==> src/mips_pkg.sv <==
package mips_pkg;

   localparam int NB_WORD      = 32;
   localparam int NB_REG_ADDR  = 5;
   localparam int N_REGS       = 32;
   localparam int NB_IMEM_ADDR = 8;
   localparam int NB_DMEM_ADDR = 8;
   localparam int NB_IMM       = 16;
   localparam int NB_OPCODE    = 6;
   localparam int NB_FUNCT     = 6;

   // Field positions inside the instruction word
   localparam int MSB_RS = 25;
   localparam int MSB_RT = 20;
   localparam int MSB_RD = 15;

   localparam logic [NB_OPCODE-1:0] OP_RTYPE = 6'h00;
   localparam logic [NB_OPCODE-1:0] OP_ADDI  = 6'h08;
   localparam logic [NB_OPCODE-1:0] OP_LW    = 6'h23;
   localparam logic [NB_OPCODE-1:0] OP_SW    = 6'h2b;
   localparam logic [NB_OPCODE-1:0] OP_BEQ   = 6'h04;
   localparam logic [NB_OPCODE-1:0] OP_BNE   = 6'h05;
   localparam logic [NB_OPCODE-1:0] OP_HALT  = 6'h3f;

   localparam logic [NB_FUNCT-1:0] FN_ADDU = 6'h21;
   localparam logic [NB_FUNCT-1:0] FN_SUBU = 6'h23;
   localparam logic [NB_FUNCT-1:0] FN_AND  = 6'h24;
   localparam logic [NB_FUNCT-1:0] FN_OR   = 6'h25;
   localparam logic [NB_FUNCT-1:0] FN_SLT  = 6'h2a;

   typedef logic [NB_WORD-1:0]      word_t;
   typedef logic [NB_REG_ADDR-1:0]  reg_addr_t;
   typedef logic [NB_IMEM_ADDR-1:0] imem_addr_t;
   typedef logic [NB_DMEM_ADDR-1:0] dmem_addr_t;

   typedef enum logic [2:0] {
      ALU_ADD,
      ALU_SUB,
      ALU_AND,
      ALU_OR,
      ALU_SLT
   } alu_op_e;

   // Operand source: register value, EX/MEM result or writeback value
   typedef enum logic [1:0] {
      FWD_NONE,
      FWD_MEM,
      FWD_WB
   } fwd_sel_e;

endpackage

==> src/pipeline_ifs.sv <==
`timescale 1ns/100ps

interface id_ex_if import mips_pkg::*; ();
   word_t     a;
   word_t     b;
   word_t     imm;
   reg_addr_t rs;
   reg_addr_t rt;
   reg_addr_t dest;
   alu_op_e   alu_op;
   logic      use_imm;
   logic      mem_read;
   logic      mem_write;
   logic      reg_write;
   logic      halt;

   modport source (output a, b, imm, rs, rt, dest, alu_op, use_imm,
                   mem_read, mem_write, reg_write, halt);
   modport sink (input a, b, imm, rs, rt, dest, alu_op, use_imm,
                 mem_read, mem_write, reg_write, halt);
   modport monitor (input rs, rt, dest, mem_read, reg_write);
endinterface

interface ex_mem_if import mips_pkg::*; ();
   word_t     alu_result;
   word_t     store_data;
   reg_addr_t dest;
   logic      mem_read;
   logic      mem_write;
   logic      reg_write;
   logic      halt;

   modport source (output alu_result, store_data, dest, mem_read, mem_write, reg_write, halt);
   modport sink (input alu_result, store_data, dest, mem_read, mem_write, reg_write, halt);
   modport monitor (input dest, mem_read, reg_write);
endinterface

==> src/hazard_forward_unit.sv <==
`timescale 1ns/100ps

module hazard_forward_unit import mips_pkg::*; (
   input  word_t     i_instr,
   input  logic      i_is_branch,
   id_ex_if.monitor  id_ex,
   ex_mem_if.monitor ex_mem,
   input  logic      i_wb_we,
   input  reg_addr_t i_wb_addr,
   output logic      o_stall,
   output fwd_sel_e  o_fwd_a_sel,
   output fwd_sel_e  o_fwd_b_sel,
   output fwd_sel_e  o_br_fwd_a,
   output fwd_sel_e  o_br_fwd_b
);

   logic [NB_OPCODE-1:0] opcode;
   reg_addr_t            rs;
   reg_addr_t            rt;
   logic                 uses_rt;
   logic                 mem_alu_we;
   logic                 load_use;
   logic                 branch_wait;

   // Younger EX/MEM result wins over writeback
   function automatic fwd_sel_e pick_src(reg_addr_t src, logic mem_we, reg_addr_t mem_dst,
                                         logic wb_we, reg_addr_t wb_dst);
      if (src == '0) return FWD_NONE;
      if (mem_we && mem_dst == src) return FWD_MEM;
      if (wb_we && wb_dst == src) return FWD_WB;
      return FWD_NONE;
   endfunction

   function automatic logic depends(reg_addr_t dst, reg_addr_t src_a, reg_addr_t src_b,
                                    logic use_b);
      return (dst != '0) && (dst == src_a || (use_b && dst == src_b));
   endfunction

   assign opcode  = i_instr[NB_WORD-1 -: NB_OPCODE];
   assign rs      = i_instr[MSB_RS -: NB_REG_ADDR];
   assign rt      = i_instr[MSB_RT -: NB_REG_ADDR];
   assign uses_rt = (opcode == OP_RTYPE) || (opcode == OP_SW) ||
                    (opcode == OP_BEQ) || (opcode == OP_BNE);

   assign o_fwd_a_sel = pick_src(id_ex.rs, ex_mem.reg_write, ex_mem.dest, i_wb_we, i_wb_addr);
   assign o_fwd_b_sel = pick_src(id_ex.rt, ex_mem.reg_write, ex_mem.dest, i_wb_we, i_wb_addr);

   // A load in EX/MEM has no data yet, so the branch waits instead
   assign mem_alu_we = ex_mem.reg_write & ~ex_mem.mem_read;
   assign o_br_fwd_a = pick_src(rs, mem_alu_we, ex_mem.dest, i_wb_we, i_wb_addr);
   assign o_br_fwd_b = pick_src(rt, mem_alu_we, ex_mem.dest, i_wb_we, i_wb_addr);

   assign load_use    = id_ex.mem_read & depends(id_ex.dest, rs, rt, uses_rt);
   assign branch_wait = i_is_branch &
                        ((id_ex.reg_write & depends(id_ex.dest, rs, rt, uses_rt)) |
                         (ex_mem.mem_read & depends(ex_mem.dest, rs, rt, uses_rt)));
   assign o_stall     = load_use | branch_wait;

endmodule

==> src/flat_wrapper.sv <==
// flat-port wrapper written by rule: the top's interface ports become plain ports
module hazard_forward_unit_flat import mips_pkg::*;
  (i_instr, i_is_branch, i_wb_we, i_wb_addr, o_stall, o_fwd_a_sel, o_fwd_b_sel, o_br_fwd_a, o_br_fwd_b, id_ex_rs, id_ex_rt, id_ex_dest, id_ex_mem_read, id_ex_reg_write, ex_mem_dest, ex_mem_mem_read, ex_mem_reg_write);
  id_ex_if id_ex_i ();
  ex_mem_if ex_mem_i ();
  input  word_t i_instr;
  input  logic i_is_branch;
  input  logic i_wb_we;
  input  reg_addr_t i_wb_addr;
  output logic o_stall;
  output fwd_sel_e o_fwd_a_sel;
  output fwd_sel_e o_fwd_b_sel;
  output fwd_sel_e o_br_fwd_a;
  output fwd_sel_e o_br_fwd_b;
  input wire logic [$bits(id_ex_i.rs)-1:0] id_ex_rs;
  input wire logic [$bits(id_ex_i.rt)-1:0] id_ex_rt;
  input wire logic [$bits(id_ex_i.dest)-1:0] id_ex_dest;
  input wire logic [$bits(id_ex_i.mem_read)-1:0] id_ex_mem_read;
  input wire logic [$bits(id_ex_i.reg_write)-1:0] id_ex_reg_write;
  input wire logic [$bits(ex_mem_i.dest)-1:0] ex_mem_dest;
  input wire logic [$bits(ex_mem_i.mem_read)-1:0] ex_mem_mem_read;
  input wire logic [$bits(ex_mem_i.reg_write)-1:0] ex_mem_reg_write;
  assign id_ex_i.rs = id_ex_rs;
  assign id_ex_i.rt = id_ex_rt;
  assign id_ex_i.dest = id_ex_dest;
  assign id_ex_i.mem_read = id_ex_mem_read;
  assign id_ex_i.reg_write = id_ex_reg_write;
  assign ex_mem_i.dest = ex_mem_dest;
  assign ex_mem_i.mem_read = ex_mem_mem_read;
  assign ex_mem_i.reg_write = ex_mem_reg_write;
  hazard_forward_unit u_core (.i_instr(i_instr), .i_is_branch(i_is_branch), .id_ex(id_ex_i), .ex_mem(ex_mem_i), .i_wb_we(i_wb_we), .i_wb_addr(i_wb_addr), .o_stall(o_stall), .o_fwd_a_sel(o_fwd_a_sel), .o_fwd_b_sel(o_fwd_b_sel), .o_br_fwd_a(o_br_fwd_a), .o_br_fwd_b(o_br_fwd_b));
endmodule
==> config.mk <==
export PLATFORM = sky130hd
export DESIGN_NAME = hazard_forward_unit_flat
export DESIGN_NICKNAME = d
export VERILOG_FILES = /design/src/mips_pkg.sv /design/src/pipeline_ifs.sv /design/src/hazard_forward_unit.sv /design/src/flat_wrapper.sv
export SDC_FILE = /design/constraint.sdc
export NUM_CORES = 1
export LEC_CHECK = 0
export BUFFER_PORTS_ARGS = -buffer_cell sky130_fd_sc_hd__buf_2
export CAP_MARGIN = 20
export CORE_MARGIN = 1
export CORE_UTILIZATION = 35
export DETAILED_ROUTE_END_ITERATION = 10
export PLACE_DENSITY = 0.76
export SYNTH_ARGS = -nofsm -noshare
export SYNTH_HDL_FRONTEND = slang
export SYNTH_SLANG_ARGS = --single-unit
==> constraint.sdc <==
create_clock -name vclk -period 1.9
set_input_delay 0.38 -clock vclk [all_inputs]
set_output_delay 0.38 -clock vclk [all_outputs]
set_load 0.01 [all_outputs]
==> impl_metrics.csv <==
group,metric,value,unit
sta,hold_slack,1.11,ns
placement,dp_cells,192,
finish,num_antenna_cells,0,
finish,seqCellArea,0,um^2
sta,min_period,1.89,ns
run,drv_cap,0,
global_route,grt_start_max_net_pins,6,
logic_synthesis,ys_seq_area_frac,0,
placement,dp_hpwl,2080,um
logic_synthesis,yosys.area.top_type,"xor2_1",
drt,via_per_inst,5.08,
critical_path,cp.required,1.52,ns
sta,maxSlewViolCount,0,
logic_synthesis,synth_cell_types,24,
critical_path,cp_cell_sequence,"buf_6 > or4_4 > mux2i_4 > nand4_1 > nand4_1 > buf_2",
finish,drive_gt1_frac,0.400,
floorplanning,dieWidth,49.6,um
logic_synthesis,ys_top_cells_by_area,"xor2_1, xnor2_1, nor2_1",
logic_synthesis,synth_top_area_share,0.320,
logic_synthesis,synth.avg_cell_area,6.96,um^2
global_route,overflow,0,
sta,fin_crit_sh,0.996,
finish,nClkBuffers,0,
floorplanning,dieArea,2460,um^2
power,power_leakage,0.000521,uW
drt,drc,0,
power,ir_drop,0.0953,mV
logic_synthesis,syn-instance-count,114,
sta,max_slew_margin,0.828,
sta,rsz0062_at_grt,"yes",
floorplanning,start_util,0.388,
finish,fin_cells,192,
drt,dr.pass1.iters,4,
worst_hold_path,hp-start,"id_ex_rs[2]",
finish,design.seq.count,0,
finish,fillCellCount,215,
drt,ant_nets,0,
clocking,post_cts_buffers,0,
drt,wire_per_inst,12.7,um
placement,dpl_cell_area,1090,um^2
sta,finalWorstSetupSlack,0.00768,ns
sta,fmax,528,MHz
sta,hold_violations,0,
finish,area_growth,42.9,%
critical_path,cp_top_family,"simple AND/OR/NAND/NOR gates",
global_route,grt_pass1_vias,919,
worst_hold_path,min_path_cells,3,
critical_path,worstPathMaxFanout,2,
sta,tightest_slew,0.258,ns
drt,vias,976,
drt,wirelength,2440,um
critical_path,crit_path_frequent_cell,"nand4_1",
logic_synthesis,ys_warn_count,0,
floorplanning,rows,16,
placement,portBuffers,56,
critical_path,cp_slowest_cell,"or4_4",
worst_hold_path,hold_end,"o_fwd_a_sel[0]",
floorplanning,fp.coreArea,2040,um^2
global_route,grt_antenna_before_repair,0,
critical_path,cp_data_arrival_time,1.51,ns
power,power_density,207,nW/um^2
placement,place_congestion,0.814,
logic_synthesis,synth.cell_area,793,um^2
worst_hold_path,worst_hold_path_type,"input pin to primary output",
finish,fin_area,1130,um^2
critical_path,worstSetupPathType,"input pin to primary output",
drt,drtIter0Drc,23,
logic_synthesis,syn-num-nets,177,
run_status,status,"completed",
placement,place_ws,-0.0368,ns
floorplanning,io_pins,72,
sta,setup_viol,0,
global_route,grt_pass1_wl,3950,um
critical_path,cp-end-kind,"primary output",
critical_path,worstSetupStartpointType,"input pin",
clocking,ctsHoldBuffers,0,
finish,layout.nets,230,
floorplanning,die_h,49.6,um
global_route,grt_usage,0.195,
critical_path,max_stage_delay,0.53,ns
critical_path,cp.buffers_inverters,2,
finish,final_core_utilization,0.555,
==> layout by cell type (no fill, tap or decap), drive strengths merged <==
cell type,instances
nor2b,2
nand3,5
nor3,6
or3,1
or4,5
nand2,4
and4,1
and3,1
nor2,12
buf,61
nand4b,1
nor4,2
a21oi,2
a211oi,1
mux2i,1
o311a,1
o21a,1
nor4b,2
xnor2,20
nand4,7
xor2,29
==> worst min-delay path: stages <==
cell	delay, ns
buf_2	0.12
o21a_1	0.12
buf_2	0.12
==> logic make-up after synthesis <==
family          after synthesis  share of synthesized area
simple gates                 49                      0.339
mux                           1                     0.0126
compound gates                5                     0.0442
xor+xnor                     49                      0.541
buf+inv                      10                     0.0631
==> metal layers <==
layer,up-vias,routed length [um],GRT usage
met5,-,0,0
met4,0,0,0.00952
met3,0,104,0.00617
met2,29,1280,0.369
met1,452,1050,0.251
li1,495,-,-
==> report_power, final <==
| part | internal (uW) | leakage [uW] | total, uW | switching [uW] |
|---|---|---|---|---|
| sequential | 0 | 0 | 0 | 0 |
| clock | 0 | 0 | 0 | 0 |
| combinational | 116 | 0.000521 | 235 | 119 |
==> what timing repair did <==
action / 4_1_cts / 5_1_grt
pin swaps: 0 / 7
setup endpoints to repair: 1 / 4
gates resized for setup: 1 / 7
==> Yosys cell counts <==
cell type	count
nor2_1	12
o21a_1	1
xor2_1	29
nand4_1	7
nand3_1	5
nor4b_1	2
a21oi_1	2
clkbuf_1	5
clkbuf_2	1
nand4b_1	1
o311a_1	1
and4_1	1
or4_1	5
nor3_1	6
buf_2	3
nand2_1	4
buf_6	1
and3_1	1
mux2i_1	1
a211oi_1	1
nor2b_1	2
nor4_1	2
xnor2_1	20
or3_1	1
==> per-stage QoR <==
stage | total power [uW] | setup TNS, ns
global route | 256 | -0.0887
detailed placement | 225 | -0.0368
CTS | 228 | -0.0247
global placement | 219 | -0.0362
finish | 235 | 0
floorplan | 128 | 0
==> worst max-delay path by stage <==
| stage | to | slack (ns) | cells after the start | startpoint |
|---|---|---|---|---|
| 6_report | o_stall | 0.008 | 6 | i_instr[27] |
| 5_1_grt | o_stall | -0.07 | 6 | ex_mem_dest[2] |
| 2_1_floorplan | o_stall | 0.15 | 5 | ex_mem_dest[3] |
| 3_5_place_dp | o_stall | -0.04 | 6 | i_instr[27] |
| 4_1_cts | o_stall | -0.02 | 6 | i_instr[27] |
| 3_3_place_gp | o_stall | -0.04 | 6 | i_instr[27] |
==> layout make-up <==
| class | instances | area (um^2) | share of cell area |
|---|---|---|---|
| Multi-Input combinational cell | 104 | 776 | 0.684 |
| Timing Repair Buffer | 61 | 324 | 0.286 |
| Tap cell | 27 | 33.8 | 0.0298 |
No activity file was read; power rests on OpenSTA's default activity.
