### config.mk
export PLATFORM = sky130hd
export DESIGN_NAME = instruction_decode_flat
export DESIGN_NICKNAME = d
export VERILOG_FILES = /design/src/mips_pkg.sv /design/src/pipeline_ifs.sv /design/src/instruction_decode.sv /design/src/flat_wrapper.sv
export SDC_FILE = /design/constraint.sdc
export NUM_CORES = 2
export LEC_CHECK = 0
export BUFFER_PORTS_ARGS = -buffer_cell sky130_fd_sc_hd__buf_4
export CELL_PAD_IN_SITES_DETAIL_PLACEMENT = 1
export CELL_PAD_IN_SITES_GLOBAL_PLACEMENT = 2
export CORE_UTILIZATION = 43
export CTS_CLUSTER_DIAMETER = 30
export DETAILED_ROUTE_END_ITERATION = 7
export PLACE_DENSITY = 0.84
export SLEW_MARGIN = 20
export SYNTH_ARGS = -nofsm -noshare
export SYNTH_HDL_FRONTEND = slang
export SYNTH_SLANG_ARGS = --single-unit
### constraint.sdc
create_clock -name i_clock -period 3.8 [get_ports i_clock]
set_input_delay 0.57 -clock i_clock [delete_from_list [all_inputs] [get_ports i_clock]]
set_output_delay 0.57 -clock i_clock [all_outputs]
set_load 0.02 [all_outputs]
### src/mips_pkg.sv
package mips_pkg;

   localparam int NB_WORD      = 32;
   localparam int NB_REG_ADDR  = 5;
   localparam int N_REGS       = 32;
   localparam int NB_IMEM_ADDR = 8;
   localparam int NB_DMEM_ADDR = 8;
   localparam int NB_IMM       = 16;
   localparam int NB_OPCODE    = 6;
   localparam int NB_FUNCT     = 6;

   // Field positions inside the instruction word
   localparam int MSB_RS = 25;
   localparam int MSB_RT = 20;
   localparam int MSB_RD = 15;

   localparam logic [NB_OPCODE-1:0] OP_RTYPE = 6'h00;
   localparam logic [NB_OPCODE-1:0] OP_ADDI  = 6'h08;
   localparam logic [NB_OPCODE-1:0] OP_LW    = 6'h23;
   localparam logic [NB_OPCODE-1:0] OP_SW    = 6'h2b;
   localparam logic [NB_OPCODE-1:0] OP_BEQ   = 6'h04;
   localparam logic [NB_OPCODE-1:0] OP_BNE   = 6'h05;
   localparam logic [NB_OPCODE-1:0] OP_HALT  = 6'h3f;

   localparam logic [NB_FUNCT-1:0] FN_ADDU = 6'h21;
   localparam logic [NB_FUNCT-1:0] FN_SUBU = 6'h23;
   localparam logic [NB_FUNCT-1:0] FN_AND  = 6'h24;
   localparam logic [NB_FUNCT-1:0] FN_OR   = 6'h25;
   localparam logic [NB_FUNCT-1:0] FN_SLT  = 6'h2a;

   typedef logic [NB_WORD-1:0]      word_t;
   typedef logic [NB_REG_ADDR-1:0]  reg_addr_t;
   typedef logic [NB_IMEM_ADDR-1:0] imem_addr_t;
   typedef logic [NB_DMEM_ADDR-1:0] dmem_addr_t;

   typedef enum logic [2:0] {
      ALU_ADD,
      ALU_SUB,
      ALU_AND,
      ALU_OR,
      ALU_SLT
   } alu_op_e;

   // Operand source: register value, EX/MEM result or writeback value
   typedef enum logic [1:0] {
      FWD_NONE,
      FWD_MEM,
      FWD_WB
   } fwd_sel_e;

endpackage

### src/pipeline_ifs.sv
`timescale 1ns/100ps

interface id_ex_if import mips_pkg::*; ();
   word_t     a;
   word_t     b;
   word_t     imm;
   reg_addr_t rs;
   reg_addr_t rt;
   reg_addr_t dest;
   alu_op_e   alu_op;
   logic      use_imm;
   logic      mem_read;
   logic      mem_write;
   logic      reg_write;
   logic      halt;

   modport source (output a, b, imm, rs, rt, dest, alu_op, use_imm,
                   mem_read, mem_write, reg_write, halt);
   modport sink (input a, b, imm, rs, rt, dest, alu_op, use_imm,
                 mem_read, mem_write, reg_write, halt);
   modport monitor (input rs, rt, dest, mem_read, reg_write);
endinterface


### src/instruction_decode.sv
`timescale 1ns/100ps

module instruction_decode import mips_pkg::*; (
   input  logic       i_clock,
   input  logic       reset,
   input  word_t      i_instr,
   input  imem_addr_t i_pc_next,
   input  logic       i_stall,
   input  logic       i_wb_we,
   input  reg_addr_t  i_wb_addr,
   input  word_t      i_wb_data,
   input  fwd_sel_e   i_br_fwd_a,
   input  fwd_sel_e   i_br_fwd_b,
   input  word_t      i_mem_fwd_data,
   output logic       o_branch_taken,
   output imem_addr_t o_branch_target,
   output logic       o_is_branch,
   id_ex_if.source    id_ex
);

   word_t               regs [N_REGS];
   logic [NB_OPCODE-1:0] opcode;
   logic [NB_FUNCT-1:0]  funct;
   reg_addr_t           rs;
   reg_addr_t           rt;
   reg_addr_t           rd;
   word_t               imm_ext;
   word_t               rf_a;
   word_t               rf_b;
   word_t               br_a;
   word_t               br_b;
   alu_op_e             ctl_alu_op;
   reg_addr_t           ctl_dest;
   logic                ctl_use_imm;
   logic                ctl_mem_read;
   logic                ctl_mem_write;
   logic                ctl_reg_write;
   logic                ctl_halt;
   logic                halted;
   logic                issue;

   assign opcode  = i_instr[NB_WORD-1 -: NB_OPCODE];
   assign funct   = i_instr[NB_FUNCT-1:0];
   assign rs      = i_instr[MSB_RS -: NB_REG_ADDR];
   assign rt      = i_instr[MSB_RT -: NB_REG_ADDR];
   assign rd      = i_instr[MSB_RD -: NB_REG_ADDR];
   assign imm_ext = {{(NB_WORD-NB_IMM){i_instr[NB_IMM-1]}}, i_instr[NB_IMM-1:0]};

   always_comb begin
      ctl_alu_op    = ALU_ADD;
      ctl_dest      = rd;
      ctl_use_imm   = 1'b0;
      ctl_mem_read  = 1'b0;
      ctl_mem_write = 1'b0;
      ctl_reg_write = 1'b0;
      ctl_halt      = 1'b0;
      o_is_branch   = 1'b0;
      case (opcode)
         OP_RTYPE: begin
            ctl_reg_write = 1'b1;
            case (funct)
               FN_ADDU: ctl_alu_op = ALU_ADD;
               FN_SUBU: ctl_alu_op = ALU_SUB;
               FN_AND:  ctl_alu_op = ALU_AND;
               FN_OR:   ctl_alu_op = ALU_OR;
               FN_SLT:  ctl_alu_op = ALU_SLT;
               // Unknown function codes, the all-zero no-op among them
               default: ctl_reg_write = 1'b0;
            endcase
         end
         OP_ADDI: begin
            ctl_dest      = rt;
            ctl_use_imm   = 1'b1;
            ctl_reg_write = 1'b1;
         end
         OP_LW: begin
            ctl_dest      = rt;
            ctl_use_imm   = 1'b1;
            ctl_mem_read  = 1'b1;
            ctl_reg_write = 1'b1;
         end
         OP_SW: begin
            ctl_use_imm   = 1'b1;
            ctl_mem_write = 1'b1;
         end
         OP_BEQ, OP_BNE: o_is_branch = 1'b1;
         OP_HALT:        ctl_halt    = 1'b1;
         default: ;
      endcase
   end

   // Written on the falling edge so decode reads the new value in the same cycle
   always_ff @(negedge i_clock) begin
      if (i_wb_we && i_wb_addr != '0) begin
         regs[i_wb_addr] <= i_wb_data;
      end
   end

   assign rf_a = (rs == '0) ? '0 : regs[rs];
   assign rf_b = (rt == '0) ? '0 : regs[rt];

   always_comb begin
      case (i_br_fwd_a)
         FWD_MEM: br_a = i_mem_fwd_data;
         FWD_WB:  br_a = i_wb_data;
         default: br_a = rf_a;
      endcase
      case (i_br_fwd_b)
         FWD_MEM: br_b = i_mem_fwd_data;
         FWD_WB:  br_b = i_wb_data;
         default: br_b = rf_b;
      endcase
   end

   assign o_branch_target = i_pc_next + imm_ext[NB_IMEM_ADDR-1:0];
   assign o_branch_taken  = o_is_branch & ~halted &
                            ((opcode == OP_BEQ) ? (br_a == br_b) : (br_a != br_b));

   // Nothing behind a halt is issued
   assign issue = ~i_stall & ~halted;

   always_ff @(posedge i_clock) begin
      if (reset) begin
         halted <= 1'b0;
      end else if (ctl_halt && issue) begin
         halted <= 1'b1;
      end
   end

   always_ff @(posedge i_clock) begin
      if (reset) begin
         id_ex.mem_read  <= 1'b0;
         id_ex.mem_write <= 1'b0;
         id_ex.reg_write <= 1'b0;
         id_ex.halt      <= 1'b0;
      end else begin
         id_ex.mem_read  <= ctl_mem_read & issue;
         id_ex.mem_write <= ctl_mem_write & issue;
         id_ex.reg_write <= ctl_reg_write & issue;
         id_ex.halt      <= ctl_halt & issue;
      end
   end

   always_ff @(posedge i_clock) begin
      id_ex.a       <= rf_a;
      id_ex.b       <= rf_b;
      id_ex.imm     <= imm_ext;
      id_ex.rs      <= rs;
      id_ex.rt      <= rt;
      id_ex.dest    <= ctl_dest;
      id_ex.alu_op  <= ctl_alu_op;
      id_ex.use_imm <= ctl_use_imm;
   end

endmodule

### src/flat_wrapper.sv
// flat-port wrapper written by rule: the top's interface ports become plain ports
module instruction_decode_flat import mips_pkg::*;
  (i_clock, reset, i_instr, i_pc_next, i_stall, i_wb_we, i_wb_addr, i_wb_data, i_br_fwd_a, i_br_fwd_b, i_mem_fwd_data, o_branch_taken, o_branch_target, o_is_branch, id_ex_a, id_ex_b, id_ex_imm, id_ex_rs, id_ex_rt, id_ex_dest, id_ex_alu_op, id_ex_use_imm, id_ex_mem_read, id_ex_mem_write, id_ex_reg_write, id_ex_halt);
  id_ex_if id_ex_i ();
  input  logic i_clock;
  input  logic reset;
  input  word_t i_instr;
  input  imem_addr_t i_pc_next;
  input  logic i_stall;
  input  logic i_wb_we;
  input  reg_addr_t i_wb_addr;
  input  word_t i_wb_data;
  input  fwd_sel_e i_br_fwd_a;
  input  fwd_sel_e i_br_fwd_b;
  input  word_t i_mem_fwd_data;
  output logic o_branch_taken;
  output imem_addr_t o_branch_target;
  output logic o_is_branch;
  output wire logic [$bits(id_ex_i.a)-1:0] id_ex_a;
  output wire logic [$bits(id_ex_i.b)-1:0] id_ex_b;
  output wire logic [$bits(id_ex_i.imm)-1:0] id_ex_imm;
  output wire logic [$bits(id_ex_i.rs)-1:0] id_ex_rs;
  output wire logic [$bits(id_ex_i.rt)-1:0] id_ex_rt;
  output wire logic [$bits(id_ex_i.dest)-1:0] id_ex_dest;
  output wire logic [$bits(id_ex_i.alu_op)-1:0] id_ex_alu_op;
  output wire logic [$bits(id_ex_i.use_imm)-1:0] id_ex_use_imm;
  output wire logic [$bits(id_ex_i.mem_read)-1:0] id_ex_mem_read;
  output wire logic [$bits(id_ex_i.mem_write)-1:0] id_ex_mem_write;
  output wire logic [$bits(id_ex_i.reg_write)-1:0] id_ex_reg_write;
  output wire logic [$bits(id_ex_i.halt)-1:0] id_ex_halt;
  assign id_ex_a = id_ex_i.a;
  assign id_ex_b = id_ex_i.b;
  assign id_ex_imm = id_ex_i.imm;
  assign id_ex_rs = id_ex_i.rs;
  assign id_ex_rt = id_ex_i.rt;
  assign id_ex_dest = id_ex_i.dest;
  assign id_ex_alu_op = id_ex_i.alu_op;
  assign id_ex_use_imm = id_ex_i.use_imm;
  assign id_ex_mem_read = id_ex_i.mem_read;
  assign id_ex_mem_write = id_ex_i.mem_write;
  assign id_ex_reg_write = id_ex_i.reg_write;
  assign id_ex_halt = id_ex_i.halt;
  instruction_decode u_core (.i_clock(i_clock), .reset(reset), .i_instr(i_instr), .i_pc_next(i_pc_next), .i_stall(i_stall), .i_wb_we(i_wb_we), .i_wb_addr(i_wb_addr), .i_wb_data(i_wb_data), .i_br_fwd_a(i_br_fwd_a), .i_br_fwd_b(i_br_fwd_b), .i_mem_fwd_data(i_mem_fwd_data), .o_branch_taken(o_branch_taken), .o_branch_target(o_branch_target), .o_is_branch(o_is_branch), .id_ex(id_ex_i));
endmodule
==> out/qor.csv, run 1 <==
metric,value,unit
status,stopped before the end,
Last stage,5_1_grt,
Error,[ERROR GRT-0232] Routing congestion too high. Check the congestion heatmap in the GUI.,
most frequent cell after synthesis,edfxtp_1,
"top cells by area, synth","edfxtp_1 (59%), mux4_2 (23%), dfxtp_1 (4.0%), mux2i_1 (1.6%), a22oi_1 (1.0%)",
Inst Count DP,5046,
Bufs on Longest Clock Path,3,
Synth warnings,0,
GRT Resource Usage Total,0.484,
Post-synth top flop,edfxtp_1,
flip-flop and latch count after synthesis,1128,
"top cells by count, synth","edfxtp_1 (1,024), mux4_2 (530), nand2_1 (125)",
Core Rows,127,
Die X,349,um
H-tree depth,4,
Mapped Cells,2788,
Post-synth EDFFs,1024,
CTS root buffer,clkbuf_16,
clock sinks,1128,
Post-Syn Area,51900,sq um
register area share after synthesis,0.633,
largest net degree at the start of global routing,38,
CTS Buf Count,224,
GRT overflow,2,
GPL Wtd Cong,0.937,
io pins,246,
starting density of the core,0.433,
async set-reset flop share out of synthesis,0,
Syn Area/Cell,18.6,sq um
largest area contributor in the netlist,edfxtp_1,
Synth top area share,0.593,
I/O Buffers,245,
Unique masters post-synth,67,
die height,349,um
Post-DP HPWL,138000,um
## cells by family after synthesis
group           synth area share
fa+ha+maj                0.00304
mux                        0.251
simple gates              0.0302
xor+xnor                 0.00659
compound gates            0.0519
other cells            0.0000723
flops                      0.633
buf+inv                   0.0239
## layer usage
layer	GRT usage	overflow
met1	0.491	0
met2	0.688	2
met3	0.286	0
met4	0.450	0
met5	0.0412	0
## what timing repair did
action / in CTS
hold buffers: 25
buffers inserted: 18
pin swaps: 25
gates resized for setup: 105
endpoints found under the hold margin: 32
gates cloned: 0
endpoints found under the setup margin: 31
## stage by stage
stage	worst slack, ps	cell area (sq um)
after floorplan	-1450	52300
after global placement	-2500	61100
after detailed placement	-2670	61100
after CTS	-3280	73800
==> inputs of run 2 (changes only) <==
--- a/config.mk
+++ b/config.mk
@@ -6,12 +6,9 @@
 export NUM_CORES = 2
 export LEC_CHECK = 0
 export BUFFER_PORTS_ARGS = -buffer_cell sky130_fd_sc_hd__buf_4
-export CELL_PAD_IN_SITES_DETAIL_PLACEMENT = 1
-export CELL_PAD_IN_SITES_GLOBAL_PLACEMENT = 2
-export CORE_UTILIZATION = 43
-export CTS_CLUSTER_DIAMETER = 30
+export CORE_UTILIZATION = 40
 export DETAILED_ROUTE_END_ITERATION = 7
-export PLACE_DENSITY = 0.84
+export PLACE_DENSITY_LB_ADDON = 0.15
 export SLEW_MARGIN = 20
 export SYNTH_ARGS = -nofsm -noshare
 export SYNTH_HDL_FRONTEND = slang
==> constraint.sdc (replaced) <==
create_clock -name i_clock -period 4.9 [get_ports i_clock]
set_input_delay 0.735 -clock i_clock [delete_from_list [all_inputs] [get_ports i_clock]]
set_output_delay 0.735 -clock i_clock [all_outputs]
set_load 0.02 [all_outputs]
==> out/qor.csv, run 2 <==
metric,value,unit,change
status,finished with violations,,
violated checks,negative setup slack,,
Post-Syn Area,51900,sq um,unchanged
io pins,246,,unchanged
Hold/Removal Path Class,input port to register,,
worst reg-to-reg setup slack,370,ps,
I/O Buffers,245,,unchanged
"CP delay by family, top",multiplexers,,
Post-synth top flop,edfxtp_1,,
Worst-Margin Slew,1190,ps,
worst stage delay on the critical path,540,ps,
GRT Resource Usage Total,0.301,,
fin nets,4618,,
RR Endpoint,u_core.id_ex.a[16],,
wire length per cell,31.0,um,
Final Skew,43.4,ps,
metal3 WL,21000,um,
worst vdd ir,0.313,mV,
number of remaining DRC errors,0,,
Setup CP Type,register to output pin,,
Power Density,408,nW/um^2,
Unique masters post-synth,67,,unchanged
Clock Latency Late Sink,790,ps,
WP depth,13,,
DRT Pass-1 Iters,8,,
CTS Buf Count,135,,-40%
Buf/Inv on CP,3,,
hold_ws,67.0,ps,
Highest Signal Layer,met5,,
final setup margin,-2620,ps,
Vias/cell,6.00,,
hold buffers post-CTS,0,,-100%
GRT overflow,0,,
"top cells by count, synth","edfxtp_1 (1,024), mux4_2 (530), nand2_1 (125)",,
global-route wire length before repair,276000,um,
max reg flops,1024,,
clock sinks,1128,,unchanged
most frequent cell after synthesis,edfxtp_1,,
crit path capture,o_branch_taken,,
die area,131000,sq um,
Internal,20000,uW,
final core utilization,0.540,,
Synth warnings,0,,unchanged
initial antenna violation count,5,,
Post-DP HPWL,126000,um,-8.2%
die height,362,um,+3.7%
Bufs on Longest Clock Path,3,,unchanged
Max Slew Vio Count,0,,
Crit Path Max Fanout,2,,
Layout area overhead,33.2,%,
Seq pwr share,0.385,,
Starting DRT DRC Count,4599,,
required time worst endpoint,4160,ps,
WP data arrival,6780,ps,
Max Cap Violations,0,,
GPL Wtd Cong,0.888,,-5.2%
Core Rows,131,,+3.1%
reg2reg path depth,5,,
largest net degree at the start of global routing,48,,
starting density of the core,0.405,,-0.0277
register area share after synthesis,0.633,,unchanged
Mapped Cells,2788,,unchanged
Biggest register,u_core.regs,,
Post-Route WL,196000,um,
most frequent cells in the layout,"inv_1 (1,057), edfxtp_1 (1,024), buf_4 (617)",,
clock share of power,0.509,,
share of cells above drive strength 1,0.344,,
Placement Setup Slack,-2360,ps,+310 ps
Syn Area/Cell,18.6,sq um,unchanged
H-tree depth,4,,unchanged
R2R Path Start,u_core.regs[5][16],,
CP Launch Point,u_core.regs[0][3],,
critical-path cell with the highest stage delay,mux4_2,,
Fillers,10601,,
Core Area,128000,sq um,
final hold vios,0,,
Final Power,28200,uW,
Die X,362,um,+3.7%
TritonCTS clock tree,yes,,
M1 WL,74500,um,
Comb pwr share,0.105,,
largest area contributor in the netlist,edfxtp_1,,
Switching Share,0.291,,
headroom to the max-slew limit,0.206,,
"top cells by area, synth","edfxtp_1 (59%), mux4_2 (23%), dfxtp_1 (4.0%), mux2i_1 (1.6%), a22oi_1 (1.0%)",,
"antenna viol nets, final",0,,
crit path cell chain,mux4_2 -> mux4_2 -> mux2i_4 -> o22ai_2 -> xor2_2 -> nor4_4 -> buf_4 -> nand4_1 -> nor4_4 -> nand4_1 -> buf_6 -> mux2i_4 -> buf_6,,
"Clk pin slew, worst setup/hold paths",50,ps,
vias in the first global route,40305,,
async set-reset flop share out of synthesis,0,,unchanged
DR WL met2,93400,um,
NetSw,8210,uW,
"commonest non-fill, non-tap cell in the layout",inv_1,,
biggest regs,"u_core.regs x1024, u_core.id_ex.a x32, u_core.id_ex.b x32",,
Pleak,0.0278,uW,
RSZ-0062 raised after global routing,yes,,
Crit. End Element,output pin,,
CTS root buffer,clkbuf_16,,
DR vias,37951,,
Post-synth EDFFs,1024,,unchanged
CP Launch Type,register,,
Synth top area share,0.593,,unchanged
flip-flop and latch count after synthesis,1128,,unchanged
# setup viols final,1,,
## run 2: cell counts after synthesis
Identical to the previous run, type by type.
## run 2: kinds of logic (layout without fill, tap and decap cells)
group,Yosys count,after routing,share of synthesized area
mux,636,636,0.251
simple gates,343,343,0.0302
xor+xnor,39,39,0.00659
flops,1128,1128,0.633
fa+ha+maj,12,12,0.00304
compound gates,381,381,0.0519
buf+inv,248,2027,0.0239
other cells,1,35,0.0000723
## run 2: what timing repair did
| action | in CTS | in global routing |
|---|---|---|
| pin swaps | 12 | 1 |
| resized for setup | 18 | 4 |
| setup endpoints to repair | 1 | 1 |
| hold endpoints to repair | 0 | 0 |
| buffers inserted | 2 | 0 |
## run 2: how the worst min path moves through the flow
stage / start / to / slack (ps) / depth (start not counted)
after floorplan: u_core.halted / u_core.id_ex.reg_write / 440 / 1
after global placement: u_core.halted / u_core.id_ex.reg_write / 460 / 1
after detailed placement: u_core.halted / u_core.id_ex.reg_write / 470 / 1
after CTS: i_instr[8] / u_core.id_ex.imm[8] / 10 / 1
after global routing: i_instr[6] / u_core.id_ex.imm[6] / 40 / 1
final: i_instr[8] / u_core.id_ex.imm[8] / 70 / 1
## run 2: per-layer routing
| layer | up-vias | track usage |
|---|---|---|
| met1 | 19677 | 0.385 |
| met2 | 2571 | 0.467 |
| li1 | 15268 | - |
| met4 | 8 | 0.145 |
| met5 | - | 0 |
| met3 | 427 | 0.0899 |
## run 2: final cells by class
cell class              instances  area (sq um)  area share
diodes                          3          7.51    0.000109
repair buffers                735          6960       0.101
clock inverters              1116          4970      0.0719
clock buffers                 154          3780      0.0547
multi-input cells            1443         18300       0.265
well taps                    1729          2160      0.0313
inverters                      22          82.6     0.00120
flip-flops and latches       1128         32800       0.475
## run 2: power groups by stage
stage	logic, uW	registers [uW]	clock network [uW]
final	2970	10900	14400
after CTS	2940	10900	14600
after global placement	2880	11000	1240
after floorplan	1340	11100	1240
after global routing	3080	10900	15600
after detailed placement	2900	11000	1240
## run 2: through the flow
stage	instance area [sq um]	instances	TNS (ps)
final	69100	6330	-2620
after global routing	69100	6327	-2670
after CTS	69100	6327	-2610
after detailed placement	60200	5056	-2360
after global placement	60200	5056	-2400
after floorplan	52100	2819	-1070
(Power assumes the default switching activity.)
