$ cat src/mips_pkg.sv
package mips_pkg;

   localparam int NB_WORD      = 32;
   localparam int NB_REG_ADDR  = 5;
   localparam int N_REGS       = 32;
   localparam int NB_IMEM_ADDR = 8;
   localparam int NB_DMEM_ADDR = 8;
   localparam int NB_IMM       = 16;
   localparam int NB_OPCODE    = 6;
   localparam int NB_FUNCT     = 6;

   // Field positions inside the instruction word
   localparam int MSB_RS = 25;
   localparam int MSB_RT = 20;
   localparam int MSB_RD = 15;

   localparam logic [NB_OPCODE-1:0] OP_RTYPE = 6'h00;
   localparam logic [NB_OPCODE-1:0] OP_ADDI  = 6'h08;
   localparam logic [NB_OPCODE-1:0] OP_LW    = 6'h23;
   localparam logic [NB_OPCODE-1:0] OP_SW    = 6'h2b;
   localparam logic [NB_OPCODE-1:0] OP_BEQ   = 6'h04;
   localparam logic [NB_OPCODE-1:0] OP_BNE   = 6'h05;
   localparam logic [NB_OPCODE-1:0] OP_HALT  = 6'h3f;

   localparam logic [NB_FUNCT-1:0] FN_ADDU = 6'h21;
   localparam logic [NB_FUNCT-1:0] FN_SUBU = 6'h23;
   localparam logic [NB_FUNCT-1:0] FN_AND  = 6'h24;
   localparam logic [NB_FUNCT-1:0] FN_OR   = 6'h25;
   localparam logic [NB_FUNCT-1:0] FN_SLT  = 6'h2a;

   typedef logic [NB_WORD-1:0]      word_t;
   typedef logic [NB_REG_ADDR-1:0]  reg_addr_t;
   typedef logic [NB_IMEM_ADDR-1:0] imem_addr_t;
   typedef logic [NB_DMEM_ADDR-1:0] dmem_addr_t;

   typedef enum logic [2:0] {
      ALU_ADD,
      ALU_SUB,
      ALU_AND,
      ALU_OR,
      ALU_SLT
   } alu_op_e;

   // Operand source: register value, EX/MEM result or writeback value
   typedef enum logic [1:0] {
      FWD_NONE,
      FWD_MEM,
      FWD_WB
   } fwd_sel_e;

endpackage

$ cat src/pipeline_ifs.sv
`timescale 1ns/100ps

interface id_ex_if import mips_pkg::*; ();
   word_t     a;
   word_t     b;
   word_t     imm;
   reg_addr_t rs;
   reg_addr_t rt;
   reg_addr_t dest;
   alu_op_e   alu_op;
   logic      use_imm;
   logic      mem_read;
   logic      mem_write;
   logic      reg_write;
   logic      halt;

   modport source (output a, b, imm, rs, rt, dest, alu_op, use_imm,
                   mem_read, mem_write, reg_write, halt);
   modport sink (input a, b, imm, rs, rt, dest, alu_op, use_imm,
                 mem_read, mem_write, reg_write, halt);
   modport monitor (input rs, rt, dest, mem_read, reg_write);
endinterface

interface ex_mem_if import mips_pkg::*; ();
   word_t     alu_result;
   word_t     store_data;
   reg_addr_t dest;
   logic      mem_read;
   logic      mem_write;
   logic      reg_write;
   logic      halt;

   modport source (output alu_result, store_data, dest, mem_read, mem_write, reg_write, halt);
   modport sink (input alu_result, store_data, dest, mem_read, mem_write, reg_write, halt);
   modport monitor (input dest, mem_read, reg_write);
endinterface

$ cat src/execution.sv
`timescale 1ns/100ps

module execution import mips_pkg::*; (
   input  logic     i_clock,
   input  logic     reset,
   id_ex_if.sink    id_ex,
   input  fwd_sel_e i_fwd_a_sel,
   input  fwd_sel_e i_fwd_b_sel,
   input  word_t    i_wb_data,
   ex_mem_if.source ex_mem
);

   word_t op_a;
   word_t op_b_reg;
   word_t op_b;
   word_t result;

   function automatic word_t fwd_mux(fwd_sel_e sel, word_t reg_val, word_t mem_val,
                                     word_t wb_val);
      case (sel)
         FWD_MEM: return mem_val;
         FWD_WB:  return wb_val;
         default: return reg_val;
      endcase
   endfunction

   assign op_a     = fwd_mux(i_fwd_a_sel, id_ex.a, ex_mem.alu_result, i_wb_data);
   assign op_b_reg = fwd_mux(i_fwd_b_sel, id_ex.b, ex_mem.alu_result, i_wb_data);
   // addi, lw and sw take the immediate
   assign op_b     = id_ex.use_imm ? id_ex.imm : op_b_reg;

   always_comb begin
      case (id_ex.alu_op)
         ALU_ADD: result = op_a + op_b;
         ALU_SUB: result = op_a - op_b;
         ALU_AND: result = op_a & op_b;
         ALU_OR:  result = op_a | op_b;
         ALU_SLT: result = ($signed(op_a) < $signed(op_b)) ? word_t'(1) : '0;
         default: result = '0;
      endcase
   end

   always_ff @(posedge i_clock) begin
      if (reset) begin
         ex_mem.mem_read  <= 1'b0;
         ex_mem.mem_write <= 1'b0;
         ex_mem.reg_write <= 1'b0;
         ex_mem.halt      <= 1'b0;
      end else begin
         ex_mem.mem_read  <= id_ex.mem_read;
         ex_mem.mem_write <= id_ex.mem_write;
         ex_mem.reg_write <= id_ex.reg_write;
         ex_mem.halt      <= id_ex.halt;
      end
   end

   always_ff @(posedge i_clock) begin
      ex_mem.alu_result <= result;
      ex_mem.store_data <= op_b_reg;
      ex_mem.dest       <= id_ex.dest;
   end

endmodule

$ cat src/flat_wrapper.sv
// flat-port wrapper written by rule: the top's interface ports become plain ports
module execution_flat import mips_pkg::*;
  (i_clock, reset, i_fwd_a_sel, i_fwd_b_sel, i_wb_data, id_ex_a, id_ex_b, id_ex_imm, id_ex_rs, id_ex_rt, id_ex_dest, id_ex_alu_op, id_ex_use_imm, id_ex_mem_read, id_ex_mem_write, id_ex_reg_write, id_ex_halt, ex_mem_alu_result, ex_mem_store_data, ex_mem_dest, ex_mem_mem_read, ex_mem_mem_write, ex_mem_reg_write, ex_mem_halt);
  id_ex_if id_ex_i ();
  ex_mem_if ex_mem_i ();
  input  logic i_clock;
  input  logic reset;
  input  fwd_sel_e i_fwd_a_sel;
  input  fwd_sel_e i_fwd_b_sel;
  input  word_t i_wb_data;
  input wire logic [$bits(id_ex_i.a)-1:0] id_ex_a;
  input wire logic [$bits(id_ex_i.b)-1:0] id_ex_b;
  input wire logic [$bits(id_ex_i.imm)-1:0] id_ex_imm;
  input wire logic [$bits(id_ex_i.rs)-1:0] id_ex_rs;
  input wire logic [$bits(id_ex_i.rt)-1:0] id_ex_rt;
  input wire logic [$bits(id_ex_i.dest)-1:0] id_ex_dest;
  input wire logic [$bits(id_ex_i.alu_op)-1:0] id_ex_alu_op;
  input wire logic [$bits(id_ex_i.use_imm)-1:0] id_ex_use_imm;
  input wire logic [$bits(id_ex_i.mem_read)-1:0] id_ex_mem_read;
  input wire logic [$bits(id_ex_i.mem_write)-1:0] id_ex_mem_write;
  input wire logic [$bits(id_ex_i.reg_write)-1:0] id_ex_reg_write;
  input wire logic [$bits(id_ex_i.halt)-1:0] id_ex_halt;
  output wire logic [$bits(ex_mem_i.alu_result)-1:0] ex_mem_alu_result;
  output wire logic [$bits(ex_mem_i.store_data)-1:0] ex_mem_store_data;
  output wire logic [$bits(ex_mem_i.dest)-1:0] ex_mem_dest;
  output wire logic [$bits(ex_mem_i.mem_read)-1:0] ex_mem_mem_read;
  output wire logic [$bits(ex_mem_i.mem_write)-1:0] ex_mem_mem_write;
  output wire logic [$bits(ex_mem_i.reg_write)-1:0] ex_mem_reg_write;
  output wire logic [$bits(ex_mem_i.halt)-1:0] ex_mem_halt;
  assign id_ex_i.a = id_ex_a;
  assign id_ex_i.b = id_ex_b;
  assign id_ex_i.imm = id_ex_imm;
  assign id_ex_i.rs = id_ex_rs;
  assign id_ex_i.rt = id_ex_rt;
  assign id_ex_i.dest = id_ex_dest;
  assign id_ex_i.alu_op = id_ex_alu_op;
  assign id_ex_i.use_imm = id_ex_use_imm;
  assign id_ex_i.mem_read = id_ex_mem_read;
  assign id_ex_i.mem_write = id_ex_mem_write;
  assign id_ex_i.reg_write = id_ex_reg_write;
  assign id_ex_i.halt = id_ex_halt;
  assign ex_mem_alu_result = ex_mem_i.alu_result;
  assign ex_mem_store_data = ex_mem_i.store_data;
  assign ex_mem_dest = ex_mem_i.dest;
  assign ex_mem_mem_read = ex_mem_i.mem_read;
  assign ex_mem_mem_write = ex_mem_i.mem_write;
  assign ex_mem_reg_write = ex_mem_i.reg_write;
  assign ex_mem_halt = ex_mem_i.halt;
  execution u_core (.i_clock(i_clock), .reset(reset), .id_ex(id_ex_i), .i_fwd_a_sel(i_fwd_a_sel), .i_fwd_b_sel(i_fwd_b_sel), .i_wb_data(i_wb_data), .ex_mem(ex_mem_i));
endmodule
$ cat config.mk
export PLATFORM = sky130hd
export DESIGN_NAME = execution_flat
export DESIGN_NICKNAME = d
export VERILOG_FILES = /design/src/mips_pkg.sv /design/src/pipeline_ifs.sv /design/src/execution.sv /design/src/flat_wrapper.sv
export SDC_FILE = /design/constraint.sdc
export NUM_CORES = 1
export LEC_CHECK = 0
export BUFFER_PORTS_ARGS = -buffer_cell sky130_fd_sc_hd__buf_2
export CAP_MARGIN = 20
export CORE_ASPECT_RATIO = 1.75
export CORE_MARGIN = 3
export CORE_UTILIZATION = 58
export DETAILED_ROUTE_END_ITERATION = 16
export PLACE_DENSITY = 0.95
export SYNTH_ARGS = -nofsm -noshare
export SYNTH_HDL_FRONTEND = slang
export SYNTH_SLANG_ARGS = --single-unit
$ cat constraint.sdc
create_clock -name i_clock -period 14.3 [get_ports i_clock]
set_clock_uncertainty 0.1 [all_clocks]
set_input_delay 2.86 -clock i_clock [delete_from_list [all_inputs] [get_ports i_clock]]
set_output_delay 2.86 -clock i_clock [all_outputs]
set_load 0.02 [all_outputs]
==> results of run 1 <==
report_power, final:
part	switching, mW	total [mW]	internal [mW]
clock	0.102	0.256	0.154
sequential	0.0210	0.251	0.229
combinational	0.321	0.494	0.174
total	0.444	1.00	0.557
cells by family after synthesis:
| kind of cell | count (synthesis) |
|---|---|
| buffers and inverters | 202 |
| XOR/XNOR | 21 |
| flip-flops | 73 |
| multiplexers | 6 |
| AO/OA/AOI/OAI | 426 |
| AND/OR/NAND/NOR | 300 |
| adder cells (fa/ha/maj) | 110 |
cell type report:
| class | count | share of cell area (%) |
|---|---|---|
| flip-flops and latches | 73 | 15.6 |
| diodes | 3 | 0.0802 |
| multi-input cells | 863 | 61.1 |
| inverters | 129 | 5.18 |
| well taps | 174 | 2.33 |
| repair buffers | 225 | 12.2 |
| clock inverters | 6 | 0.963 |
| clock buffers | 10 | 2.45 |
layer usage:
| metal | global-route usage [%] | routed length, um | up-vias |
|---|---|---|---|
| met5 | 0 | 0 | - |
| met4 | 42.1 | 3920 | 0 |
| met3 | 13.7 | 3240 | 282 |
| met2 | 65.8 | 14800 | 770 |
| met1 | 39.3 | 9770 | 4278 |
| li1 | - | - | 4309 |
worst max path at each step:
stage                              start                      endpoint  slack (ns)  cells past startpoint
after floorplan           i_fwd_b_sel[0]  u_core.ex_mem.alu_result[22]        7.62                     18
after global routing      i_fwd_b_sel[0]  u_core.ex_mem.alu_result[29]        6.47                     16
after detailed placement  i_fwd_b_sel[0]  u_core.ex_mem.alu_result[22]        6.69                     19
after CTS                 i_fwd_b_sel[0]  u_core.ex_mem.alu_result[22]        6.99                     19
final                     i_fwd_b_sel[0]  u_core.ex_mem.alu_result[29]        6.78                     16
after global placement    i_fwd_b_sel[0]  u_core.ex_mem.alu_result[29]        6.75                     16
worst max-delay path: stages:
cell and delay [ns]:
buf_2 0.11, inv_1 0.06, ha_2 0.64, a22oi_1 0.21, nor2_1 0.14, a21oi_1 0.06
o21ai_0 0.83, ha_1 0.40, and4_1 0.28, nand4_1 0.10, o21ai_1 0.34, nand3_1 0.17
a21oi_1 0.40, nor4b_1 0.63, o311ai_0 0.26, o211ai_1 0.16
per-stage QoR:
step	hold slack (ns)	worst slack (ns)
after floorplan	0.620	7.62
after global placement	0.509	6.75
after detailed placement	0.526	6.69
after CTS	0.549	6.99
after global routing	0.601	6.47
final	0.561	6.78
cell usage in the layout, fill, tap and decap left out, drive strengths merged, types with 7 or more instances in the layout:
cell type,count
ha,108
o21a,8
inv,130
o211ai,11
a22oi,64
a21o,10
clkbuf,10
nand3,21
nor2,97
xnor2,19
o31ai,9
nand2,104
a31oi,10
a211oi,29
buf,225
a21oi,115
o21ai,109
o22ai,11
o21bai,11
dfxtp,73
nor2b,14
nor3,16
nand2b,7
sequential cells by signal (all words and copies together), names as in the netlist:
| name | cells |
|---|---|
| u_core.ex_mem.alu_result | 32 |
| u_core.ex_mem.dest | 5 |
| u_core.ex_mem.halt | 1 |
| u_core.ex_mem.mem_read | 1 |
| u_core.ex_mem.mem_write | 1 |
| u_core.ex_mem.reg_write | 1 |
| u_core.ex_mem.store_data | 32 |
==> qor.yml, run 1 <==
run_status:
  status: "complete, no violations"
worst_setup_path:
  r2r_cells: 14
  crit_path_end_kind: "flop"
  worstSetupPathType: "in -> reg"
  crit_path_start_kind: "input pin"
  cp.required_ns: 14.45
  ff2ff_setup_slack_ns: 9.81
  crit_fanout: 32
  arrival_ns: 7.66
  r2r_end: "u_core.ex_mem.alu_result[29]"
  r2r-start: "u_core.ex_mem.alu_result[5]"
cts:
  ctsHoldBuffers: 0
  cts_resized: 0
  clockRootBuffer: "clkbuf_16"
  clockBufferDepth: 2
  clk_latency_ns: 0.35
  clk_pin_slew_ns: 0.06
  cts.sinks: 73
  cts_tree: "built"
  cts_buffers: 9
  cts_setup_buffers: 0
  htree_levels: 3
routing:
  ant_nets: 0
  routedWlPerCell_um: 21.4
  drt_wl_total_um: 31800
  drtIter0Drc: 1233
  routed_via_density: 6.50
  drc: 0
  dr.pass1.iters: 8
  vias: 9639
yosys:
  synth_top_cell_by_area: "dfxtp_1"
  synth-simple-area-share_pct: 17.2
  muxShareOfSynthArea_pct: 0.749
  synth_cell_types: 82
  synth-seq-cells: 73
  yosys.area_share.adder_pct: 17.4
  syn_nets: 1405
  synth_top_family_by_area: "compound AO/OA/AOI/OAI gates"
  syn_inst: 1138
  synth.avg_cell_area_um2: 7.05
  async_flop_share_pct: 0
  synth_seq_area_share_pct: 18.2
  synth_compound_area_share_pct: 33.7
  synth_edf_count: 0
  yosysMostFrequentCell: "inv_1"
  synth_common_cells: "inv_1 (127), a21oi_1 (115), ha_1 (108)"
  yosys-top-cells-area: "dfxtp_1 (18%), ha_1 (17%), a21oi_1 (7.2%), o21ai_0 (6.6%), a22oi_1 (6.0%)"
  synth-xor-area-share_pct: 2.29
  yosys.area.top_type_share_pct: 18.2
  netlist_area_um2: 8020
  yosys_warnings: 0
  synth_flop_cell: "dfxtp_1"
sta:
  setup_tns_ns: 0
  max_freq_mhz: 133
  hold_viol: 0
  setup_viol: 0
  relSlewSlack_pct: 29.1
  tightest_slew_ns: 1.05
  finalCritPeriodShare_pct: 52.6
  finalMaxSlewViolations: 0
  period_needed_ns: 7.52
  rsz0062_at_grt: "no"
cells_and_area:
  multi_input_area_um2: 5720
  postLayoutCoreUtil_pct: 69.5
  fin_area_um2: 9360
  seq_area_um2: 1460
  nNetsFinal: 1568
  nFillCells: 1107
  stdcell_count: 1483
  syn_to_final_growth_pct: 16.7
  drive_above_1_share_pct: 19.9
pwr:
  p_leak_nw: 4.57
  cellPowerDensity_nw_per_um2: 107
  peakVddDrop_mv: 0.0634
  total_power_mw: 1.00
global_route:
  grt_pass1_vias: 9454
  grt_max_degree: 91
  antenna_found_initial: 2
  grt_first_pass_wirelength_um: 48800
  grt-ovfl-total: 0
  track_usage_pct: 41.2
min_path:
  whs_path_depth: 4
  hp-start: "u_core.ex_mem.alu_result[26]"
  holdPathEnd: "u_core.ex_mem.store_data[26]"
  hp-class: "reg -> reg"
placement:
  port_buffers: 219
  dp_cells: 1463
  dp_hpwl_um: 23300
  placed_area_um2: 9020
  gp_congestion: 0.990
floorplan:
  dieWidth_um: 94.9
  die-area_um2: 15300
  start_util_pct: 59.6
  pin_count: 230
  die_height_um: 162
  num_rows: 56
  coreArea_um2: 13500
run:
  cap_violations: 0
Power figures use the tool's default switching activity.
==> run 2, diff against run 1 <==
--- a/config.mk
+++ b/config.mk
@@ -9,9 +9,9 @@
 export CAP_MARGIN = 20
 export CORE_ASPECT_RATIO = 1.75
 export CORE_MARGIN = 3
-export CORE_UTILIZATION = 58
+export CORE_UTILIZATION = 49
 export DETAILED_ROUTE_END_ITERATION = 16
-export PLACE_DENSITY = 0.95
+export PLACE_DENSITY = 0.89
 export SYNTH_ARGS = -nofsm -noshare
 export SYNTH_HDL_FRONTEND = slang
 export SYNTH_SLANG_ARGS = --single-unit
==> constraint.sdc (replaced) <==
create_clock -name i_clock -period 6.77 [get_ports i_clock]
set_clock_uncertainty 0.1 [all_clocks]
set_input_delay 1.354 -clock i_clock [delete_from_list [all_inputs] [get_ports i_clock]]
set_output_delay 1.354 -clock i_clock [all_outputs]
set_load 0.02 [all_outputs]
==> qor.yml, run 2 (synthesis gave the netlist of run 1 again) <==
run_status:
  status: "complete, no violations"
sta:
  relSlewSlack_pct: 35.5
  rsz0062_at_grt: "no"
  fin_ws_ns: 0.898
  finalMaxSlewViolations: 0
  tightest_slew_ns: 0.968
  setup_tns_ns: 0
  max_freq_mhz: 170
  setup_viol: 0
  finalCritPeriodShare_pct: 86.7
  hold_viol: 0
  period_needed_ns: 5.87
cells_and_area:
  syn_to_final_growth_pct: 17.1
  drive_above_1_share_pct: 20.4
  final_common_cell: "buf_2"
  reg_top3: "u_core.ex_mem.alu_result (32), u_core.ex_mem.store_data (32), u_core.ex_mem.dest (5)"
  most-common-layout-cells: "buf_2 (219), inv_1 (127), a21oi_1 (115)"
  nNetsFinal: 1575
routing:
  drc: 0
  drt_wl_total_um: 30600
  routed_via_density: 6.25
  routedWlPerCell_um: 20.4
  drtIter0Drc: 756
  dr.pass1.iters: 8
  ant_nets: 0
  vias: 9394
pwr:
  p_sw_mw: 0.945
  comb_power_share_pct: 50.7
  cellPowerDensity_nw_per_um2: 219
  swShare_pct: 45.9
  p_leak_nw: 4.58
  seqPwrFrac_pct: 25.4
  p_int_mw: 1.11
  peakVddDrop_mv: 0.183
  p_clk_share_pct: 23.8
worst_setup_path:
  r2r_cells: 16
  arrival_ns: 6.02
  worstSetupPathType: "in -> reg"
  crit_path_start_kind: "input pin"
  ff2ff_setup_slack_ns: 2.45
  crit_path_end_kind: "flop"
  max_stage_delay_ns: 0.64
  path_buf_inv: 3
  r2r-start: "u_core.ex_mem.alu_result[0]"
  crit_fanout: 32
  critPathSlowestCell: "ha_2"
  critical_path.top_delay_family: "compound AO/OA/AOI/OAI gates"
  cp.required_ns: 6.91
  r2r_end: "u_core.ex_mem.alu_result[22]"
  crit_chain: "buf_2 > inv_1 > ha_2 > a22oi_1 > nor2_1 > a21oi_1 > o21ai_0 > ha_1 > inv_1 > fa_1 > nor2b_1 > o311ai_1 > a211oi_1 > nor2_1 > a211o_1 > a21oi_1 > o211a_1 > o31a_1 > o31a_1"
cts:
  clk_pin_slew_ns: 0.08
  clockBufferDepth: 2
  cts.sinks: 73
  cts_tree: "built"
  htree_levels: 3
  ctsHoldBuffers: 0
  cts_setup_buffers: 0
  clockRootBuffer: "clkbuf_16"
  clk_latency_ns: 0.35
  cts_buffers: 9
  cts_resized: 0
floorplan:
  num_rows: 61
  dieWidth_um: 103
  start_util_pct: 50.3
  pin_count: 230
  coreArea_um2: 16000
  die-area_um2: 18000
  die_height_um: 175
global_route:
  grt.busiest_layer: "met2"
  grt-ovfl-total: 0
  grt_max_degree: 91
  grtUsageMet1_pct: 33.1
  grt_first_pass_wirelength_um: 46500
  grt_pass1_vias: 9132
  grt_util_met3_pct: 6.87
  gr-usage-met2_pct: 56.6
  track_usage_pct: 33.0
  antenna_found_initial: 1
min_path:
  hp-class: "reg -> reg"
  hp-start: "u_core.ex_mem.alu_result[7]"
  holdPathEnd: "u_core.ex_mem.store_data[7]"
  whs_path_depth: 4
placement:
  gp_congestion: 1.01
  dp_hpwl_um: 23700
  pre_cts_ws_ns: 0.667
  port_buffers: 219
run:
  cap_violations: 0
-- run 2: changes by cell type in the layout (fill, tap and decap cells not counted), sizes merged --
cell,delta
clkinvlp,+2
clkbuf,-1
bufinv,-2
diode,-2
buf,+7
inv,+1
-- run 2: cell type report --
class | instances | area [um^2]
diodes | 1 | 2.50
clock buffers | 9 | 225
clock inverters | 7 | 62.6
fillers | 1428 | 6570
inverters | 129 | 484
multi-input cells | 863 | 5720
flip-flops and latches | 73 | 1460
well taps | 189 | 236
repair buffers | 232 | 1190
-- run 2: power by group through the flow --
stage / clock network (mW) / registers (mW) / logic (mW)
after floorplan: 0 / 0.588 / 0.653
after global placement: 0 / 0.531 / 0.992
after detailed placement: 0 / 0.531 / 1.01
after CTS: 0.484 / 0.522 / 1.02
after global routing: 0.502 / 0.527 / 1.13
final: 0.490 / 0.524 / 1.04
-- run 2: metrics by stage --
step | cell area [um^2] | std cells | hold slack [ns] | util, % | total power, mW
2_1_floorplan | 8020 | 1138 | 0.620 | - | 1.24
3_3_place_gp | 9100 | 1486 | 0.500 | 57.0 | 1.52
3_5_place_dp | 9100 | 1486 | 0.508 | 57.0 | 1.54
4_1_cts | 9380 | 1502 | 0.525 | 58.8 | 2.02
5_1_grt | 9380 | 1502 | 0.589 | 58.8 | 2.16
6_report | 9390 | 1503 | 0.555 | 58.8 | 2.06
-- run 2: worst max-delay path by stage --
| stage | startpoint | to | cells after the start |
|---|---|---|---|
| detailed placement | i_fwd_b_sel[0] | u_core.ex_mem.alu_result[22] | 19 |
| global route | i_fwd_b_sel[0] | u_core.ex_mem.alu_result[22] | 19 |
| finish | i_fwd_b_sel[0] | u_core.ex_mem.alu_result[22] | 19 |
| floorplan | i_fwd_b_sel[0] | u_core.ex_mem.alu_result[22] | 18 |
| global placement | i_fwd_b_sel[0] | u_core.ex_mem.alu_result[22] | 19 |
| CTS | i_fwd_b_sel[0] | u_core.ex_mem.alu_result[22] | 19 |
-- run 2: layer usage --
layer | share of wire (%) | vias up
li1 | - | 4338
met1 | 32 | 4240
met2 | 49 | 623
met3 | 8.5 | 191
met4 | 10 | 2
met5 | 0.029 | -
-- run 2: worst reg2reg max path, cell delays in order (launching register included) --
cell and delay [ns]:
dfxtp_1 0.38, a22oi_1 0.08, nor2_1 0.12, a21oi_1 0.06, o21ai_0 0.49, ha_1 0.28
inv_1 0.07, fa_1 0.47, nor2b_1 0.17, o311ai_1 0.48, a211oi_1 0.21, nor2_1 0.26
a211o_1 0.19, a21oi_1 0.07, o211a_1 0.25, o31a_1 0.28, o31a_1 0.27
==> run 3, diff against run 2 <==
--- a/config.mk
+++ b/config.mk
@@ -11,7 +11,7 @@
 export CORE_MARGIN = 3
 export CORE_UTILIZATION = 49
 export DETAILED_ROUTE_END_ITERATION = 16
-export PLACE_DENSITY = 0.89
+export PLACE_DENSITY = 0.79
 export SYNTH_ARGS = -nofsm -noshare
 export SYNTH_HDL_FRONTEND = slang
 export SYNTH_SLANG_ARGS = --single-unit
==> constraint.sdc (replaced) <==
create_clock -name i_clock -period 4.9 [get_ports i_clock]
set_clock_uncertainty 0.1 [all_clocks]
set_input_delay 0.98 -clock i_clock [delete_from_list [all_inputs] [get_ports i_clock]]
set_output_delay 0.98 -clock i_clock [all_outputs]
set_load 0.02 [all_outputs]
==> qor.yml, run 3 (synthesis gave the netlist of run 1 again) <==
floorplan:
  die-area_um2: 18000
  coreArea_um2: 16000
  start_util_pct: 50.3
  pin_count: 230
  num_rows: 61
  die_height_um: 175
  dieWidth_um: 103
sta:
  max_freq_mhz: 213
  finalCritPeriodShare_pct: 95.8
  setup_viol: 0
  period_needed_ns: 4.69
  finalMaxSlewViolations: 0
  tightest_slew_ns: 0.997
  hold_viol: 0
  rsz0062_at_grt: "no"
  setup_tns_ns: 0
  hold_ws_ns: 0.554
  relSlewSlack_pct: 33.5
pwr:
  p_clk_share_pct: 20.8
  p_int_mw: 1.81
  peakVddDrop_mv: 0.297
  swShare_pct: 43.4
  p_leak_nw: 5.54
  seqPwrFrac_pct: 22.9
  comb_power_share_pct: 56.3
  cellPowerDensity_nw_per_um2: 292
  p_sw_mw: 1.39
  total_power_mw: 3.19
placement:
  placed_area_um2: 10600
  gp_congestion: 1.03
  port_buffers: 219
  dp_cells: 1672
  dp_hpwl_um: 27000
global_route:
  grt_max_degree: 90
  antenna_found_initial: 2
  grt_pass1_vias: 10100
  grt-ovfl-total: 0
  track_usage_pct: 36.4
  grt_first_pass_wirelength_um: 50500
cts:
  clockRootBuffer: "clkbuf_16"
  clockBufferDepth: 2
  clk_latency_ns: 0.35
  cts_buffers: 9
  cts.sinks: 73
  clk_pin_slew_ns: 0.07
  htree_levels: 3
  cts_tree: "built"
cells_and_area:
  nFillCells: 1355
  syn_to_final_growth_pct: 36.3
  fin_area_um2: 10900
  drive_above_1_share_pct: 30.5
  final_common_cell: "buf_2"
  stdcell_count: 1691
  nNetsFinal: 1762
  reg_top3: "u_core.ex_mem.alu_result (32), u_core.ex_mem.store_data (32), u_core.ex_mem.dest (5)"
  most-common-layout-cells: "buf_2 (219), buf_4 (192), inv_1 (127)"
  multi_input_area_um2: 5750
  seq_area_um2: 1460
worst_setup_path:
  max_stage_delay_ns: 0.39
  cp-startpoint: "i_fwd_b_sel[0]"
  critPathSlowestCell: "ha_1"
  cp.required_ns: 4.99
  critical_path.top_delay_family: "compound AO/OA/AOI/OAI gates"
  crit_chain: "buf_2 > inv_1 > ha_4 > buf_4 > a22oi_1 > nor2_1 > a21oi_1 > o21ai_0 > buf_4 > ha_1 > o21ai_0 > a21oi_1 > buf_4 > nor3_2 > o21ai_1 > a21boi_1 > buf_4 > o31a_1 > o22ai_1 > mux2i_1 > o211ai_1"
  cp_num_cells: 21
  crit_end: "u_core.ex_mem.alu_result[31]"
  arrival_ns: 4.79
  crit_fanout: 11
  crit_path_end_kind: "flop"
  worstSetupPathType: "in -> reg"
  crit_path_start_kind: "input pin"
  r2r_end: "u_core.ex_mem.alu_result[17]"
  ff2ff_setup_slack_ns: 1.03
  path_buf_inv: 6
  r2r_cells: 16
  r2r-start: "u_core.ex_mem.alu_result[7]"
  cpMostUsedCell: "buf_4"
routing:
  drtIter0Drc: 768
  vias: 10100
  ant_nets: 0
  routedWlPerCell_um: 20.0
  routed_via_density: 5.96
  dr.pass1.iters: 7
  drt_wl_total_um: 33900
  drc: 0
min_path:
  hp-start: "u_core.ex_mem.alu_result[28]"
  hp-class: "reg -> reg"
run:
  cap_violations: 0
run_status:
  status: "complete, no violations"
[run 3: cell count changes in the layout (fill, tap and decap cells not counted), sizes merged]
cell	delta
diode	+1
clkinvlp	-1
inv	+1
buf	+187
[run 3: final cells by class]
class	count	area share (%)
timing repair buffer	419	24.7
tap	189	2.16
clock inverter	7	0.561
inverter	129	4.43
sequential	73	13.4
antenna	2	0.0458
clock buffer	9	2.06
multi-input combinational	863	52.7
[run 3: per-stage QoR]
stage               utilization [%]  setup WS, ns
finish                         68.5         0.208
floorplan                         -        0.0951
CTS                            68.2         0.122
detailed placement             66.4        -0.193
global route                   68.5       0.00180
global placement               66.4        -0.127
[run 3: worst register-to-register path: stages (launching register included)]
cell and delay (ns):
dfxtp_1 0.48, a22oi_1 0.11, nor2_1 0.12, a21oi_1 0.06, o21ai_0 0.22, buf_4 0.19
ha_1 0.24, buf_4 0.16, or4_4 0.53, a211oi_2 0.24, nor2_1 0.11, o31a_1 0.28
nor4_1 0.18, o22ai_1 0.14, nand3b_1 0.21, a31oi_1 0.28, buf_4 0.17
[run 3: how the worst min path moves through the flow]
stage                              endpoint  depth (start not counted)
2_1_floorplan   u_core.ex_mem.store_data[0]                          4
3_3_place_gp   u_core.ex_mem.store_data[30]                          4
3_5_place_dp   u_core.ex_mem.store_data[30]                          4
4_1_cts        u_core.ex_mem.store_data[28]                          4
5_1_grt               u_core.ex_mem.dest[2]                          1
6_report       u_core.ex_mem.store_data[28]                          4
[run 3: per-layer routing]
metal,track usage [%],wire length [um]
met1,33.5,10600
met2,65.1,17200
met3,6.03,2270
met4,33.0,3780
met5,0,0
[run 3: what timing repair did]
action,CTS,global route
buffers inserted,0,1
endpoints found under the setup margin,0,11
hold buffers,0,0
resized for setup,0,10
[run 3: power by group through the flow]
stage / sequential, mW / combinational (mW) / clock (mW)
after global placement: 0.739 / 1.71 / 0
after detailed placement: 0.738 / 1.74 / 0
after floorplan: 0.812 / 0.902 / 0
final: 0.729 / 1.80 / 0.665
after global routing: 0.734 / 1.93 / 0.689
after CTS: 0.726 / 1.75 / 0.664
